--- config.mk ---
export PLATFORM = sky130hd
export DESIGN_NAME = raster_config_regs
export DESIGN_NICKNAME = d
export VERILOG_FILES = /design/src/rtl/raster_pkg.sv /design/src/rtl/raster_config_regs.sv
export SDC_FILE = /design/constraint.sdc
export NUM_CORES = 1
export LEC_CHECK = 0
export BUFFER_PORTS_ARGS = -buffer_cell sky130_fd_sc_hd__buf_2
export CAP_MARGIN = 20
export CORE_MARGIN = 2
export CORE_UTILIZATION = 27
export CTS_CLUSTER_DIAMETER = 80
export DETAILED_ROUTE_END_ITERATION = 6
export GPL_TIMING_DRIVEN = 0
export HOLD_SLACK_MARGIN = 0.05
export MAX_ROUTING_LAYER = met4
export PLACE_DENSITY = 0.54
export REMOVE_ABC_BUFFERS = 1
export SYNTH_ARGS = -nofsm -noshare
export SYNTH_HDL_FRONTEND = slang
export SYNTH_SLANG_ARGS = --single-unit
--- constraint.sdc ---
create_clock -name clock -period 1.4 [get_ports clock]
set_clock_uncertainty 0.2 [all_clocks]
set_input_delay 0.28 -clock clock [delete_from_list [all_inputs] [get_ports clock]]
set_output_delay 0.28 -clock clock [all_outputs]
set_load 0.05 [all_outputs]
--- src/rtl/raster_pkg.sv ---
package raster_pkg;

    localparam int ADDR_W = 26; // memory word address

    typedef struct packed {
        logic [15:0] x;
        logic [15:0] y;
    } vpos_t;

    // also the framebuffer word layout
    typedef struct packed {
        logic [7:0]  depth;
        logic [23:0] rgb;
    } pattr_t;

    // one memory word, decoded by position in the triangle record
    typedef union packed {
        vpos_t  pos;
        pattr_t attr;
    } vbuf_word_u;

    typedef struct packed {
        vpos_t  v1;
        vpos_t  v2;
        vpos_t  v3;
        pattr_t attr; // from vertex 1, flat
    } tri_t;

    typedef struct packed {
        logic [ADDR_W-1:0] addr;
        pattr_t            attr;
    } pixel_t;

    typedef struct packed {
        logic [ADDR_W-1:0] address;
        logic              read;
        logic              write;
        logic [3:0]        byteenable;
        logic [31:0]       writedata;
    } mem_req_t;

    typedef struct packed {
        logic [31:0] readdata;
        logic        readdatavalid;
        logic        waitrequest;
    } mem_rsp_t;

endpackage

--- src/rtl/raster_config_regs.sv ---
module raster_config_regs (
    input  logic                          clock,
    input  logic                          rst_n,
    input  logic [31:0]                   writedata,
    input  logic                          write,
    input  logic                          read,
    input  logic [15:0]                   address,
    input  logic                          done_in,
    output logic [31:0]                   readdata,
    output logic [raster_pkg::ADDR_W-1:0] vertex_base,
    output logic [raster_pkg::ADDR_W-1:0] fb_base,
    output logic [15:0]                   tri_count,
    output logic                          do_render
);

    logic busy;
    logic done;
    logic start;

    // start is dropped while a render runs
    assign start = write && (address == 16'd0) && writedata[0] && !busy;

    always_ff @(posedge clock or negedge rst_n) begin
        if (!rst_n) begin
            do_render   <= 1'b0;
            busy        <= 1'b0;
            done        <= 1'b0;
            vertex_base <= '0;
            fb_base     <= '0;
            tri_count   <= '0;
        end else begin
            do_render <= start;
            if (start) begin
                busy <= 1'b1;
                done <= 1'b0;
            end else if (done_in) begin
                busy <= 1'b0;
                done <= 1'b1; // sticky until next start
            end
            if (write) begin
                case (address)
                    16'd2:   vertex_base <= writedata[raster_pkg::ADDR_W-1:0];
                    16'd3:   fb_base <= writedata[raster_pkg::ADDR_W-1:0];
                    16'd4:   tri_count <= writedata[15:0];
                    default: ;
                endcase
            end
        end
    end

    always_ff @(posedge clock) begin
        if (read) begin
            case (address)
                16'd1:   readdata <= {30'd0, done, busy};
                16'd2:   readdata <= 32'(vertex_base);
                16'd3:   readdata <= 32'(fb_base);
                16'd4:   readdata <= {16'd0, tri_count};
                default: readdata <= '0;
            endcase
        end
    end

endmodule

## Word-level counts from Yosys, hierarchy flattened

Index checks and enable logic that the tools add are counted.

- Mux-type cells: 5
- Eq/ne operators: 4
- Reduce and logical (&&, ||, !) cells: 9

Operators by type and width:

| kind | count |
|---|---|
| $pmux 26 s4 | 1 |
| $eq 16x2->1 const B | 2 |
| $eq 16x1->1 const B | 1 |
| $eq 16x3->1 const B | 1 |
| $logic_not 16->1 | 1 |
| $reduce_and 2->1 | 3 |
| $mux 1 | 4 |
| $logic_and 1x1->1 | 3 |
| $reduce_bool 2->1 | 1 |
| $logic_not 1->1 | 1 |

- Output and inout bits: 101
- Word-level logic and storage cells: 25
- Input port bits: 53
- Flip-flop bits (word level): 103

## Longest topological paths before layout

- Depth after elaboration: 5
- Gate-level depth with buffers: 6
- Depth with buffers taken out: 4

## Worst setup path before layout

Ideal clock, no wire load.

- Kind: input-to-reg
- Start point: input port address[4]
- End point: register fb_base[10] in the netlist's numbering
- Stages: 6
- Data required time: 1.075 ns
- Arrival: 1.807 ns
- Path slack: -0.733 ns
- Library setup time: 0.125 ns
- Path through: nor3_1 -> nand2_2 -> or4_1 -> buf_6 -> buf_12 -> mux2_4

- Longest elaborated chain between the ends: 2

RTL lines:

| item | RTL line | text |
|---|---|---|
| from (decl) | raster_config_regs.sv:7 | `input logic [15:0] address,` |
| $eq 16x2->1 | raster_config_regs.sv:41 | `case (address)` |
| $reduce_and 2->1 (no line) | -- |  |
| to (signal assigned) | raster_config_regs.sv:43 | `16'd3: fb_base <= writedata[raster_pkg::ADDR_W-1:0];` |
| to (decl) | raster_config_regs.sv:11 | `output logic [raster_pkg::ADDR_W-1:0] fb_base,` |

Every way passes these cells.
A chain may end at the register's enable or synchronous reset.

## Worst setup path after layout

- Start point: input port address[8]
- End point: register fb_base[15] in the netlist's numbering

The elaborated chain is that of the path after synthesis.

==> metrics <==
Compound-Gate Fraction of Synth Area=0.0608; vias in the first global route=3437; WP data arrival=1.88 ns; WHS=0.0259 ns; Post-Syn Area=4160 µm²; HPWL Detailed=7440 µm; simple-gate portion of the synthesized area=0.0539; first-pass GRT wire length=18700 µm; reg2reg setup slack=-0.06 ns; layout cells sized above 1=0.666; failing checks=setup timing; Die Footprint=16400 µm²; max frequency=0.540 GHz; Area growth syn-to-layout=83.7%; Worst-path clk slew=0.07 ns; Antenna diodes=0; Mapped Avg Cell Area=16.2 µm²; final WL=13700 µm; crit-path max cell delay=0.58 ns; Num CTS Buffers=9; wire per inst=18.8 µm; DRC viols=0; GR peak layer=met2; min-delay worst type=input port to flip-flop; mux cell area share after synthesis=0.236; pin count of the biggest net entering global routing=44; vias per cell=4.59; crit path time final=1.85 ns; crit share post-route=1.32; yosys warns=0; post-synthesis sequential area ratio=0.615; Final GP Congestion=0.810; maximum root-to-sink buffer count=2; Final Hold Vio Count=0; slowest stage cell, crit path=or4_4; Final Util=0.504; Worst R2R Start=vertex_base[1]; Critical Path, Cell by Cell=buf_6 > nor4_4 > nand2_2 > or4_4 > clkbuf_16 > mux2_4; kind of critical path=input port to flip-flop; antenna-violating nets left=0; max-cap violations=0; Clk Latency, worst-skew pair=0.34 ns; Root Buffer=clkbuf_16; Synth Instances=256; Slew Limit Fails=0; reg2reg end=readdata[1]; Required @ worst endpoint=1.43 ns; Netlist cell types=31; row cnt=45; CTS tree=yes; Buf+Inv Stages, Crit Path=2; Fillers=1268; Overflow after GRT=0; GR met3 Demand/Resource=0.0355; Power Density=792 nW/µm²; Slew @ Worst Pin=0.783 ns; cell family with most CP delay=simple AND/OR/NAND/NOR gates; H-tree levels=3; Die Span Y=128 µm; most common cell after layout, fill and taps aside=buf_6; VDD IR max=566 µV; adder-cell share of the synthesized area=0; relative slew slack=0.478; setup ws final=-0.451 ns; Reg2Reg Depth=3; M1 GR Usage=0.180; post-synthesis xor/xnor area fraction=0; crit path max fanout=7; Worst setup SP type=input port; endpoint type of the worst setup path=flip-flop; setup violators final=105; RSZ-0062 raised after global routing=yes; CTS Sinks=97; fin nets=590; die width=128 µm; met2 Track Usage GR=0.265; Starting DRT DRC Count=99; vias=3352; flops & latches, synth=97; outcome=complete, but fails checks; Top Ports=154; worst hold start=address[2]; antenna violations before repair=0; most frequent cells in the layout=buf_6, buf_4, dfrtp_1; hold path endpoint=do_render; Hold Crit Depth=2; total global-route track usage=0.156; drt pass-1 iters=4; largest family of logic cells by synthesized area=multiplexers; starting density of the core=0.274; Core Area=15100 µm²; cell leakage power=3.77 nW; IO buf count=141
==> logic make-up (layout without fill, tap and decap cells) <==
kind of cell           count (synthesis)  after routing
DFF                                   97             97
buffers and inverters                 19            300
and+or+nand+nor                       28             28
other                                  1              6
AOI/OAI and AO/OA                     29             29
muxes                                 82             82
==> power by group <==
part / switching [W] / internal (W)
sequential: 0.0000135 / 0.00293
combinational: 0.000314 / 0.000205
clock: 0.00110 / 0.00149
==> synthesized netlist by cell type, drive strengths merged <==
master / instances / area [µm²]
nor3: 3 / 15.0
nor2: 4 / 15.0
a22oi: 2 / 15.0
conb: 1 / 3.75
a21o: 1 / 7.51
a22o: 10 / 87.6
inv: 1 / 3.75
nand2: 4 / 20.0
nand3: 2 / 10.0
or4: 1 / 7.51
dfrtp: 71 / 1780
clkbuf: 6 / 22.5
nand4b: 1 / 8.76
nand2b: 2 / 12.5
nor4: 8 / 116
mux2i: 14 / 140
buf: 12 / 111
nor2b: 2 / 12.5
o2bb2ai: 14 / 123
or3: 1 / 6.26
edfxtp: 26 / 781
a221o: 2 / 20.0
mux2: 68 / 841
==> metal layers <==
layer  part of all wire  vias up
met2               0.51      120
met4              0.016        0
met3              0.052       19
li1                   -     1524
met1               0.42     1689
met5                  0        -
==> cell type report <==
| cell class | count | area, µm² | area share |
|---|---|---|---|
| clock buffers | 12 | 256 | 0.0336 |
| clock inverters | 4 | 51.3 | 0.00672 |
| inverters | 1 | 3.75 | 0.000492 |
| multi-input cells | 145 | 1800 | 0.235 |
| flip-flops and latches | 97 | 2560 | 0.335 |
| well taps | 188 | 235 | 0.0308 |
| repair buffers | 283 | 2740 | 0.358 |
==> stage by stage <==
step	TNS [ns]	setup slack, ns	cell area, µm²	instances	total power, W
floorplan	-87.14	-1.14	4040	243	0.00316
global placement	-230.15	-2.39	4980	572	0.00336
detailed placement	-113.20	-1.53	5100	578	0.00337
CTS	-34.97	-0.447	6950	695	0.00607
global route	-37.60	-0.484	7640	730	0.00627
finish	-31.95	-0.451	7640	730	0.00604
==> what timing repair did <==
action / CTS / global route
hold buffers: 28 / 1
pin swaps: 7 / 17
gates cloned: 2 / 4
endpoints found under the hold margin: 100 / 4
resized for setup: 202 / 86
setup endpoints to repair: 192 / 189
buffers inserted: 71 / 31
==> how the worst max path moves through the flow <==
stage | to | from | cells past startpoint | slack (ns)
detailed placement | fb_base[25] | address[4] | 6 | -1.53
global route | fb_base[15] | address[14] | 6 | -0.48
global placement | readdata[0] | address[4] | 5 | -2.39
CTS | fb_base[25] | address[9] | 6 | -0.45
floorplan | fb_base[1] | address[4] | 4 | -1.14
finish | fb_base[15] | address[8] | 6 | -0.45
==> flip-flops by register name, indices dropped and copies added (netlist names) <==
name and flops:
do_render 1, done 1, tri_count 16, busy 1, fb_base 26, vertex_base 26
readdata 26
No activity file was read; power rests on OpenSTA's default activity.
