==> src/rtl/raster_pkg.sv <==
package raster_pkg;

    localparam int ADDR_W = 26; // memory word address

    typedef struct packed {
        logic [15:0] x;
        logic [15:0] y;
    } vpos_t;

    // also the framebuffer word layout
    typedef struct packed {
        logic [7:0]  depth;
        logic [23:0] rgb;
    } pattr_t;

    // one memory word, decoded by position in the triangle record
    typedef union packed {
        vpos_t  pos;
        pattr_t attr;
    } vbuf_word_u;

    typedef struct packed {
        vpos_t  v1;
        vpos_t  v2;
        vpos_t  v3;
        pattr_t attr; // from vertex 1, flat
    } tri_t;

    typedef struct packed {
        logic [ADDR_W-1:0] addr;
        pattr_t            attr;
    } pixel_t;

    typedef struct packed {
        logic [ADDR_W-1:0] address;
        logic              read;
        logic              write;
        logic [3:0]        byteenable;
        logic [31:0]       writedata;
    } mem_req_t;

    typedef struct packed {
        logic [31:0] readdata;
        logic        readdatavalid;
        logic        waitrequest;
    } mem_rsp_t;

endpackage

==> src/rtl/raster_depth_fetch.sv <==
module raster_depth_fetch (
    input  logic                 clock,
    input  logic                 rst_n,
    input  logic                 pix_valid,
    input  raster_pkg::pixel_t   pix_in,
    input  raster_pkg::mem_rsp_t zrd_rsp,
    input  logic                 stall_in,
    input  logic                 done_in,
    output raster_pkg::mem_req_t zrd_req,
    output logic                 stall_out,
    output logic                 pair_valid,
    output raster_pkg::pixel_t   new_pix,
    output raster_pkg::pattr_t   old_attr,
    output logic                 done_out
);

    typedef enum logic [1:0] {S_IDLE, S_REQ, S_WAIT, S_OUT} state_t;

    state_t                 state;
    logic                   done_pend;
    raster_pkg::vbuf_word_u rd_word;

    assign rd_word = zrd_rsp.readdata;

    assign zrd_req.address    = new_pix.addr;
    assign zrd_req.read       = (state == S_REQ);
    assign zrd_req.write      = 1'b0;
    assign zrd_req.byteenable = 4'hf;
    assign zrd_req.writedata  = '0;

    assign stall_out  = (state != S_IDLE); // one pixel in flight
    assign pair_valid = (state == S_OUT);

    always_ff @(posedge clock or negedge rst_n) begin
        if (!rst_n) begin
            state     <= S_IDLE;
            done_pend <= 1'b0;
            done_out  <= 1'b0;
        end else begin
            done_out <= 1'b0;
            if (done_in) begin
                done_pend <= 1'b1;
            end else if (done_pend && state == S_IDLE) begin
                done_pend <= 1'b0;
                done_out  <= 1'b1;
            end
            case (state)
                S_IDLE:  if (pix_valid) state <= S_REQ;
                S_REQ:   if (!zrd_rsp.waitrequest) state <= S_WAIT;
                S_WAIT:  if (zrd_rsp.readdatavalid) state <= S_OUT;
                S_OUT:   if (!stall_in) state <= S_IDLE;
                default: state <= S_IDLE;
            endcase
        end
    end

    always_ff @(posedge clock) begin
        if (state == S_IDLE && pix_valid)
            new_pix <= pix_in;
        if (state == S_WAIT && zrd_rsp.readdatavalid)
            old_attr <= rd_word.attr; // stored depth and colour
    end

endmodule

==> config.mk <==
export PLATFORM = sky130hd
export DESIGN_NAME = raster_depth_fetch
export DESIGN_NICKNAME = d
export VERILOG_FILES = /design/src/rtl/raster_pkg.sv /design/src/rtl/raster_depth_fetch.sv
export SDC_FILE = /design/constraint.sdc
export NUM_CORES = 1
export LEC_CHECK = 0
export ABC_CLOCK_PERIOD_IN_PS = 2750
export BUFFER_PORTS_ARGS = -buffer_cell sky130_fd_sc_hd__buf_4
export CORE_MARGIN = 3
export CORE_UTILIZATION = 40
export CTS_CLUSTER_DIAMETER = 120
export DETAILED_ROUTE_END_ITERATION = 6
export GPL_TIMING_DRIVEN = 0
export PLACE_DENSITY = 0.8
export SLEW_MARGIN = 20
export SYNTH_ARGS = -nofsm -noshare
export SYNTH_HDL_FRONTEND = slang
export SYNTH_SLANG_ARGS = --single-unit
==> constraint.sdc <==
create_clock -name clock -period 2.75 [get_ports clock]
set_input_delay 0.4125 -clock clock [delete_from_list [all_inputs] [get_ports clock]]
set_output_delay 0.4125 -clock clock [all_outputs]
set_load 0.005 [all_outputs]
After elaboration in Yosys (flattened, before gate mapping)
Index checks and enable logic that the tools add are counted.

cells by class
  equality and inequality tests = 7
  reductions and logical operators = 7
  mux-type cells = 9

operators by type and width
  kind                                                                    number
  2-bit 2-to-1 mux                                                        4
  2-bit inequality test (second input constant)                           4
  2-bit case mux with 4 select lines                                      1
  2-bit equality test (second input constant)                             2
  1-bit 2-to-1 mux                                                        4
  4-bit AND reduction                                                     1
  2-bit nonzero test                                                      2
  1-bit logical AND                                                       3
  2-bit by 1-bit equality test with 1-bit output (second input constant)  1
  2-bit logical NOT                                                       1

word-level totals
  input port bits = 97
  flip-flop bits (word level) = 94
  word-level logic and storage cells = 31
  output and inout bits = 157

Longest topological paths before layout
Gate-level depths: netlist (run 1).

  depth after elaboration = 4
  depth in mapped cells = 5
  gate-level depth less buffers = 5

Least setup slack after synthesis (run 1)
No wires, ideal clock.

  kind = reg-to-reg
  start = reg state[0]
  end = reg new_pix[0] (netlist name) (enable)
  path slack = 275 ps
  arrival time = 2053 ps
  clock period less this slack = 2475 ps
  path buffers = 0
  cell stages (with the launch flop) = 4
  required time = 2328 ps
  setup time = 422 ps
  cell sequence = dfrtp_1 > inv_1 > ha_1 > and2_1

between the ends
  cells in the longest elaborated chain, start to end = 2

RTL lines
  item                    line                      text
  start, declared         raster_depth_fetch.sv:19  state_t state;
  start signal, assigned  raster_depth_fetch.sv:36  state <= S_IDLE;
  start signal, assigned  raster_depth_fetch.sv:48  S_IDLE: if (pix_valid) state <= S_REQ;
  start signal, assigned  raster_depth_fetch.sv:49  S_REQ: if (!zrd_rsp.waitrequest) state <= S_WAIT;
  2-bit logical NOT       raster_depth_fetch.sv:58  if (state == S_IDLE && pix_valid)
  1-bit logical AND       raster_depth_fetch.sv:58
  end signal, assigned    raster_depth_fetch.sv:59  new_pix <= pix_in;
  end, declared           raster_depth_fetch.sv:12  output raster_pkg::pixel_t new_pix,

No other way between the ends.
A chain may end at the register's enable or synchronous reset.

Final worst setup path (run 1)
  start = reg state[0]
  end = reg new_pix[29] (netlist name) (enable)

The elaborated chain is that of the path after synthesis.

==> results of run 1 <==
==> power groups by stage <==
| stage | registers [mW] | clock network, mW | logic, mW |
|---|---|---|---|
| 2_1_floorplan | 2.04 | 0 | 0.390 |
| 3_3_place_gp | 2.02 | 0 | 1.01 |
| 3_5_place_dp | 2.02 | 0 | 1.05 |
| 4_1_cts | 1.99 | 0.901 | 1.06 |
| 5_1_grt | 2.01 | 0.956 | 1.12 |
| 6_report | 1.98 | 0.872 | 1.03 |
==> cells in the final DEF, fill, tap and decap left out, drive strengths merged <==
| cell | n |
|---|---|
| a21o | 1 |
| and2 | 2 |
| buf | 279 |
| bufinv | 1 |
| clkbuf | 9 |
| clkinv | 3 |
| clkinvlp | 1 |
| conb | 37 |
| dfrtp | 4 |
| dlygate4sd3 | 1 |
| edfxtp | 90 |
| ha | 4 |
| inv | 4 |
| mux2 | 1 |
| mux2i | 1 |
| nand2 | 2 |
| nand2b | 1 |
| nor2 | 1 |
| nor3b | 1 |
| o2111ai | 1 |
==> stage by stage <==
| stage | hold slack, ps | instance area (um2) | total power, mW | instances |
|---|---|---|---|---|
| 2_1_floorplan | 116.9 | 3575 | 2.429 | 212 |
| 3_3_place_gp | 208.5 | 5328 | 3.034 | 533 |
| 3_5_place_dp | 213.8 | 5331 | 3.067 | 533 |
| 5_1_grt | 201.0 | 5528 | 4.086 | 549 |
| 6_report | 222.1 | 5528 | 3.887 | 549 |
| 4_1_cts | 199.7 | 5528 | 3.944 | 549 |
==> flip-flops by register name (all words and copies together), names as in the netlist <==
| name | count |
|---|---|
| done_out | 1 |
| done_pend | 1 |
| new_pix | 58 |
| old_attr | 32 |
| state | 2 |
==> final cells by class <==
type	count	area, um2
Buffer	63	473.0
Multi-Input combinational cell	52	291.5
Clock inverter	6	62.56
Inverter	3	11.26
Fill cell	597	2771
Clock buffer	9	123.9
Timing Repair Buffer	217	1632
Tap cell	105	131.4
Sequential cell	94	2803
==> cells by family (layout without fill, tap and decap cells) <==
kind of cell    after synthesis  after routing  synth area share (%)
compound gates                2              2                0.9813
simple gates                  7              7                 1.163
fa+ha+maj                     4              4                 1.454
other cells                   2             37                0.2181
buf+inv                      66            298                 14.06
mux                           2              2                0.7266
flops                        94             94                 81.40
==> worst min-delay path by stage <==
| stage | startpoint | to | slack, ps | cells after the start |
|---|---|---|---|---|
| floorplan | rst_n | done_out | 120 | 0 |
| global placement | rst_n | state[1] | 210 | 1 |
| detailed placement | rst_n | done_out | 210 | 1 |
| CTS | done_in | done_out | 200 | 2 |
| global route | done_in | done_out | 200 | 2 |
| finish | done_in | done_out | 220 | 2 |
==> per-layer routing <==
metal | global-route usage [%] | share of wire, % | routed length [um] | up-vias
met1 | 15.78 | 33 | 2683 | 967
met5 | 0 | 0 | 0 | -
met2 | 28.56 | 53 | 4386 | 145
met4 | 5.672 | 0.90 | 74 | 0
li1 | - | - | - | 1055
met3 | 8.634 | 13 | 1093 | 6
==> worst reg2reg max path, delay by kind of cell, from the launching register on <==
family | cells | cell delay (ps)
flip-flops | 1 | 410
buffers and inverters | 1 | 120
adder cells (fa/ha/maj) | 1 | 220
AND/OR/NAND/NOR | 1 | 660
==> reports/results.tsv, run 1 <==
stage	metric	value	unit
run_status	outcome	complete, no violations	
yosys	synth_edf_count	90	
die	die_w	98.78	um
finish	syn_to_final_growth	60.54	%
yosys	ys_top_cells_by_area	edfxtp_1 (78%), buf_4 (14%), dfrtp_1 (2.9%)	
critical_path	critical_path_class	reg2reg	
yosys	yosysSeqAreaShare	81.40	%
placed_design	hpwl	6.639	mm
pwr	power.internal	2.906	mW
detailed_routing	dr.pass1.iters	3	
pwr	ir_drop	0.4589	mV
critical_path	cp_data_arrival_time	1800	ps
critical_path	crit_path_top_delay_cell	and2_4	
cts	clk_path_buf_depth	2	
detailed_routing	ant_nets	0	
pwr	p_leak	2.533	nW
sta	rsz0062_at_grt	no	
detailed_routing	wire_per_inst	15.00	um
detailed_routing	drc	0	
critical_path	critPathLaunchType	flop	
critical_path	crit_cells	3	
grt	grt_antenna_before_repair	0	
critical_path	max_stage_delay	660	ps
yosys	ys_top_cells_by_count	edfxtp_1 (90), buf_4 (63), dfrtp_1 (4), ha_1 (4)	
critical_path	crit_path_max_fanout	58	
yosys	synth_cell_types	16	
die	rows	33	
critical_path	critical_path.endpoint	new_pix[29]	
yosys	synth.avg_cell_area	19.45	um2
sta	setup_tns	0	ps
pwr	clockPowerShare	22.4	%
cts	cts.sinks	94	
yosys	yosys.area.top_type	edfxtp_1	
critical_path	crit_buf_inv	1	
yosys	syn_inst	177	
die	start_util	41.49	%
cts	cts_tree	built	
sta	worstMarginPinSlew	765.7	ps
worst_hold_path	hp-class	in2reg	
yosys	synth.most_common_cell	edfxtp_1	
detailed_routing	dr.first_iter.drc_count	39	
finish	drive_gt1_share	67.12	%
sta	max_freq	546.4	MHz
detailed_routing	via_count	2173	
pwr	powerDensity	703.2	mW/mm2
detailed_routing	drt_wl_total	8.237	mm
sta	period_needed	1830	ps
yosys	synth_top_area_share	78.49	%
sta	report.final.slew_viol_count	0	
finish	final_core_util	66.61	%
critical_path	end_kind	flop	
critical_path	crit_chain	inv_1 -> ha_1 -> and2_4	
pwr	switching_power	981.4	uW
pwr	p_sw_share	25.25	%
cts	clk_pin_slew	90	ps
cts	clockRootBuffer	clkbuf_8	
grt	grt_pass1_vias	2191	
grt	gr-total-overflow	0	
yosys	ys_warn_count	0	
critical_path	r2r_start	state[0]	
yosys	synth_area	0.003443	mm2
grt	grt_start_max_net_pins	59	
die	die_y	98.78	um
job	drv_cap	0	
pwr	combinationalPowerShare	26.6	%
cts	post_cts_buffers	0	
critical_path	rrSetupSlack	920	ps
die	core	0.008299	mm2
critical_path	startpoint	state[0]	
cts	cts_made_buffers	9	
cts	cts-htree-levels	3	
die	die_area	0.009757	mm2
critical_path	reg2reg_to	new_pix[29]	
placed_design	place.gp.congestion	0.8178	
cts	post_cts_resized	0	
cts	clk_latency	340	ps
sta	finClkSkew	14.91	ps
sta	finalHoldViolCount	0	
sta	setup_viol	0	
finish	insertedDiodeCount	0	
yosys	synth-seq-cells	94	
die	io_pins	254	
sta	fin_crit_sh	66.55	%
grt	grt_pass1_wl	11.69	mm
critical_path	reg2reg_depth	3	
critical_path	cp_data_required_time	2720	ps
yosys	ys.flop_type	edfxtp_1	
placed_design	port_buffers	216	
sta	max_slew_margin	48.96	%
placed_design	pre_cts_slack	944.7	ps
yosys	async_flop_share	4.255	%
sta	setup_ws	919.8	ps
critical_path	cp_top_family	simple AND/OR/NAND/NOR gates	
finish	num-nets-final	541	
cts	hold_buffers	1	
grt	grt.total_usage	16.08	%
detailed_routing	viasPerCell	3.958	
pwr	seqPwrFrac	51.0	%
No activity file was read; power rests on OpenSTA's default activity.
==> inputs of run 2 (changes only) <==
--- a/config.mk
+++ b/config.mk
@@ -5,14 +5,15 @@
 export SDC_FILE = /design/constraint.sdc
 export NUM_CORES = 1
 export LEC_CHECK = 0
-export ABC_CLOCK_PERIOD_IN_PS = 2750
+export ABC_AREA = 1
+export ABC_CLOCK_PERIOD_IN_PS = 1800
 export BUFFER_PORTS_ARGS = -buffer_cell sky130_fd_sc_hd__buf_4
 export CORE_MARGIN = 3
 export CORE_UTILIZATION = 40
 export CTS_CLUSTER_DIAMETER = 120
 export DETAILED_ROUTE_END_ITERATION = 6
 export GPL_TIMING_DRIVEN = 0
-export PLACE_DENSITY = 0.8
+export PLACE_DENSITY = 0.79
 export SLEW_MARGIN = 20
 export SYNTH_ARGS = -nofsm -noshare
 export SYNTH_HDL_FRONTEND = slang
==> constraint.sdc (replaced) <==
create_clock -name clock -period 1.8 [get_ports clock]
set_input_delay 0.27 -clock clock [delete_from_list [all_inputs] [get_ports clock]]
set_output_delay 0.27 -clock clock [all_outputs]
set_load 0.005 [all_outputs]
==> reports/results.tsv, run 2 <==
stage	metric	value	unit	change
die	rows	33		unchanged
detailed_routing	drt_wl_total	8.701	mm	+5.6%
critical_path	cp_data_required_time	1700	ps	-1020 ps
placed_design	placed_cells	545		+2.3%
detailed_routing	dr.first_iter.drc_count	60		+54%
grt	grt_pass1_wl	12.75	mm	+9.1%
sta	period_needed	1712	ps	-118.3 ps
cts	cts_made_buffers	9		unchanged
yosys	synth_top_area_share	78.09	%	-0.40 points
sta	max_slew_margin	58.30	%	+9.3 points
sta	setup_ws	88.17	ps	-831.7 ps
detailed_routing	viasPerCell	4.064		+2.7%
placed_design	hpwl	6.761	mm	+1.8%
yosys	syn_inst	189		+6.8%
pwr	p_leak	2.581	nW	+1.9%
finish	syn_to_final_growth	62.08	%	
finish	largest_register_ffs	58		unchanged
die	die_y	99.02	um	+0.24%
sta	report.final.slew_viol_count	0		unchanged
sta	max_freq	584.2	MHz	+6.9%
job	drv_cap	0		unchanged
cts	clockRootBuffer	clkbuf_8		
sta	finClkSkew	11.26	ps	-3.655 ps
critical_path	crit_path_max_fanout	29		-50%
placed_design	place.gp.congestion	0.7835		-4.2%
die	io_pins	254		unchanged
detailed_routing	ant_nets	0		unchanged
sta	setup_viol	0		unchanged
critical_path	end_kind	flop		
yosys	ys.flop_type	edfxtp_1		
die	die_area	0.009804	mm2	+0.48%
grt	grt_antenna_before_repair	0		unchanged
yosys	synth.most_common_cell	edfxtp_1		
sta	fin_crit_sh	95.10	%	+29 points
critical_path	critical_path_class	reg2reg		
sta	finalHoldViolCount	0		unchanged
cts	clk_path_buf_depth	2		unchanged
pwr	powerDensity	1078	mW/mm2	+53%
run_status	outcome	complete, no violations		
pwr	total_power	6.049	mW	+56%
finish	final_common_cell	buf_4		
finish	postLayoutCellArea	0.005609	mm2	+1.5%
yosys	synth.avg_cell_area	18.31	um2	-5.9%
worst_hold_path	hp-start	done_in		
cts	clk_pin_slew	100	ps	about the same
placed_design	pre_cts_slack	-485.3	ps	-1430 ps
yosys	synth_cell_types	12		-4
yosys	synth-seq-cells	94		unchanged
die	start_util	41.70	%	+0.21 points
finish	insertedDiodeCount	0		unchanged
detailed_routing	via_count	2296		+5.7%
detailed_routing	drc	0		unchanged
finish	final_cell_mix	buf_4 (279), edfxtp_1 (90), conb_1 (37)		
sta	worstMarginPinSlew	624.2	ps	-141.5 ps
yosys	synth_edf_count	90		unchanged
yosys	async_flop_share	4.255	%	unchanged
yosys	synth_area	0.003461	mm2	+0.51%
placed_design	placed_cell_area	0.005364	mm2	+0.61%
die	core	0.008299	mm2	unchanged
worst_hold_path	hp-class	in2reg		
detailed_routing	dr.pass1.iters	4		+1
grt	grt.total_usage	17.53	%	+1.4 points
yosys	yosys.area.top_type	edfxtp_1		
finish	drive_gt1_share	67.17	%	about the same
grt	gr-total-overflow	0		unchanged
placed_design	port_buffers	216		unchanged
critical_path	critPathLaunchType	flop		
finish	num-nets-final	557		+3.0%
detailed_routing	wire_per_inst	15.40	um	+2.6%
cts	cts-htree-levels	3		unchanged
critical_path	cp_data_arrival_time	1610	ps	-190 ps
yosys	ys_top_cells_by_area	edfxtp_1 (78%), buf_4 (14%), dfrtp_1 (2.9%)		
yosys	ys_top_cells_by_count	edfxtp_1 (90), buf_4 (63), nand2_1 (9), inv_1 (8)		
cts	cts.sinks	94		unchanged
grt	grt_start_max_net_pins	30		-49%
finish	top_regs	new_pix: 58 flops, old_attr: 32 flops, state: 2 flops		
cts	cts_tree	built		
finish	final_cells	565		+2.9%
die	die_w	99.02	um	+0.24%
cts	clk_latency	340	ps	about the same
critical_path	startpoint	state[1]		
yosys	yosysSeqAreaShare	80.98	%	-0.41 points
critical_path	r2r_start	state[1]		
finish	regMostFlops	new_pix		
yosys	ys_warn_count	0		unchanged
pwr	ir_drop	0.5587	mV	+22%
sta	rsz0062_at_grt	yes		
grt	grt_pass1_vias	2407		+9.9%
==> run 2: cell count changes in the layout (fill, tap and decap cells not counted), moves of 2 or more <==
cell,previous run,this run
clkinv_1,2,0
inv_1,2,4
clkinvlp_4,1,7
nand2_2,0,3
buf_12,0,2
o21bai_1,0,3
nand2_1,2,8
==> run 2: final timing paths <==
check / endpoint / slack [ps] / depth (start not counted)
max in group asynchronous: done_pend / 1420 / 2
setup / recovery: new_pix[31] / 90 / 4
min in group asynchronous: state[1] / 270 / 2
hold reg to reg: done_out / 520 / 2
hold / removal: done_out / 80 / 2
setup reg to reg: new_pix[31] / 90 / 4
==> run 2: metal layers <==
| metal | wire length (um) | GRT usage [%] | vias up |
|---|---|---|---|
| li1 | - | - | 1093 |
| met1 | 2611 | 17.24 | 1034 |
| met2 | 4753 | 31.46 | 151 |
| met3 | 1145 | 7.926 | 18 |
| met4 | 189 | 7.668 | 0 |
| met5 | 0 | 0 | - |
==> run 2: timing repair <==
item	in CTS	in global routing
hold endpoints to repair	4	0
setup buffers	0	2
hold buffers	1	0
pin swaps	0	2
endpoints found under the setup margin	90	89
gates cloned	2	0
resized for setup	4	0
==> run 2: cells by family after synthesis <==
kind of cell,share of synthesized area (%)
AO/OA/AOI/OAI,0.6507
adder cells (fa/ha/maj),1.446
buffers and inverters,14.53
flip-flops,80.98
other,0.2170
AND/OR/NAND/NOR,2.169
==> run 2: power breakdown <==
| part | internal [mW] | total (mW) | leakage [nW] | switching, mW |
|---|---|---|---|---|
| clock | 0.507 | 1.25 | 0.0796 | 0.739 |
| sequential | 2.91 | 3.05 | 0.879 | 0.141 |
| combinational | 0.988 | 1.75 | 1.62 | 0.763 |
| total | 4.41 | 6.05 | 2.58 | 1.64 |
==> run 2: through the flow <==
step                      util [%]  hold WS (ps)  setup TNS [ps]
after global placement       64.63         70.25          -28480
after CTS                    67.10         48.31               0
after detailed placement     64.63         73.01          -35520
final                        67.59         77.31               0
after global routing         67.59         46.89           -2618
after floorplan                  -        -25.59           -4395
==> run 2: cell type report <==
class                           instances  area (um2)
Buffer                                 63       473.0
Clock buffer                            9       123.9
Clock inverter                          6       47.55
Fill cell                             582        2690
Inverter                                8       37.54
Multi-Input combinational cell         59       306.5
Sequential cell                        94        2803
Tap cell                              105       131.4
Timing Repair Buffer                  219        1672
Timing Repair inverter                  2       15.01
==> run 2: worst max-delay path: stages, from the launching register on <==
cell,delay (ps)
dfrtp_1,400
inv_2,70
ha_4,180
nand2_4,90
clkinvlp_4,520
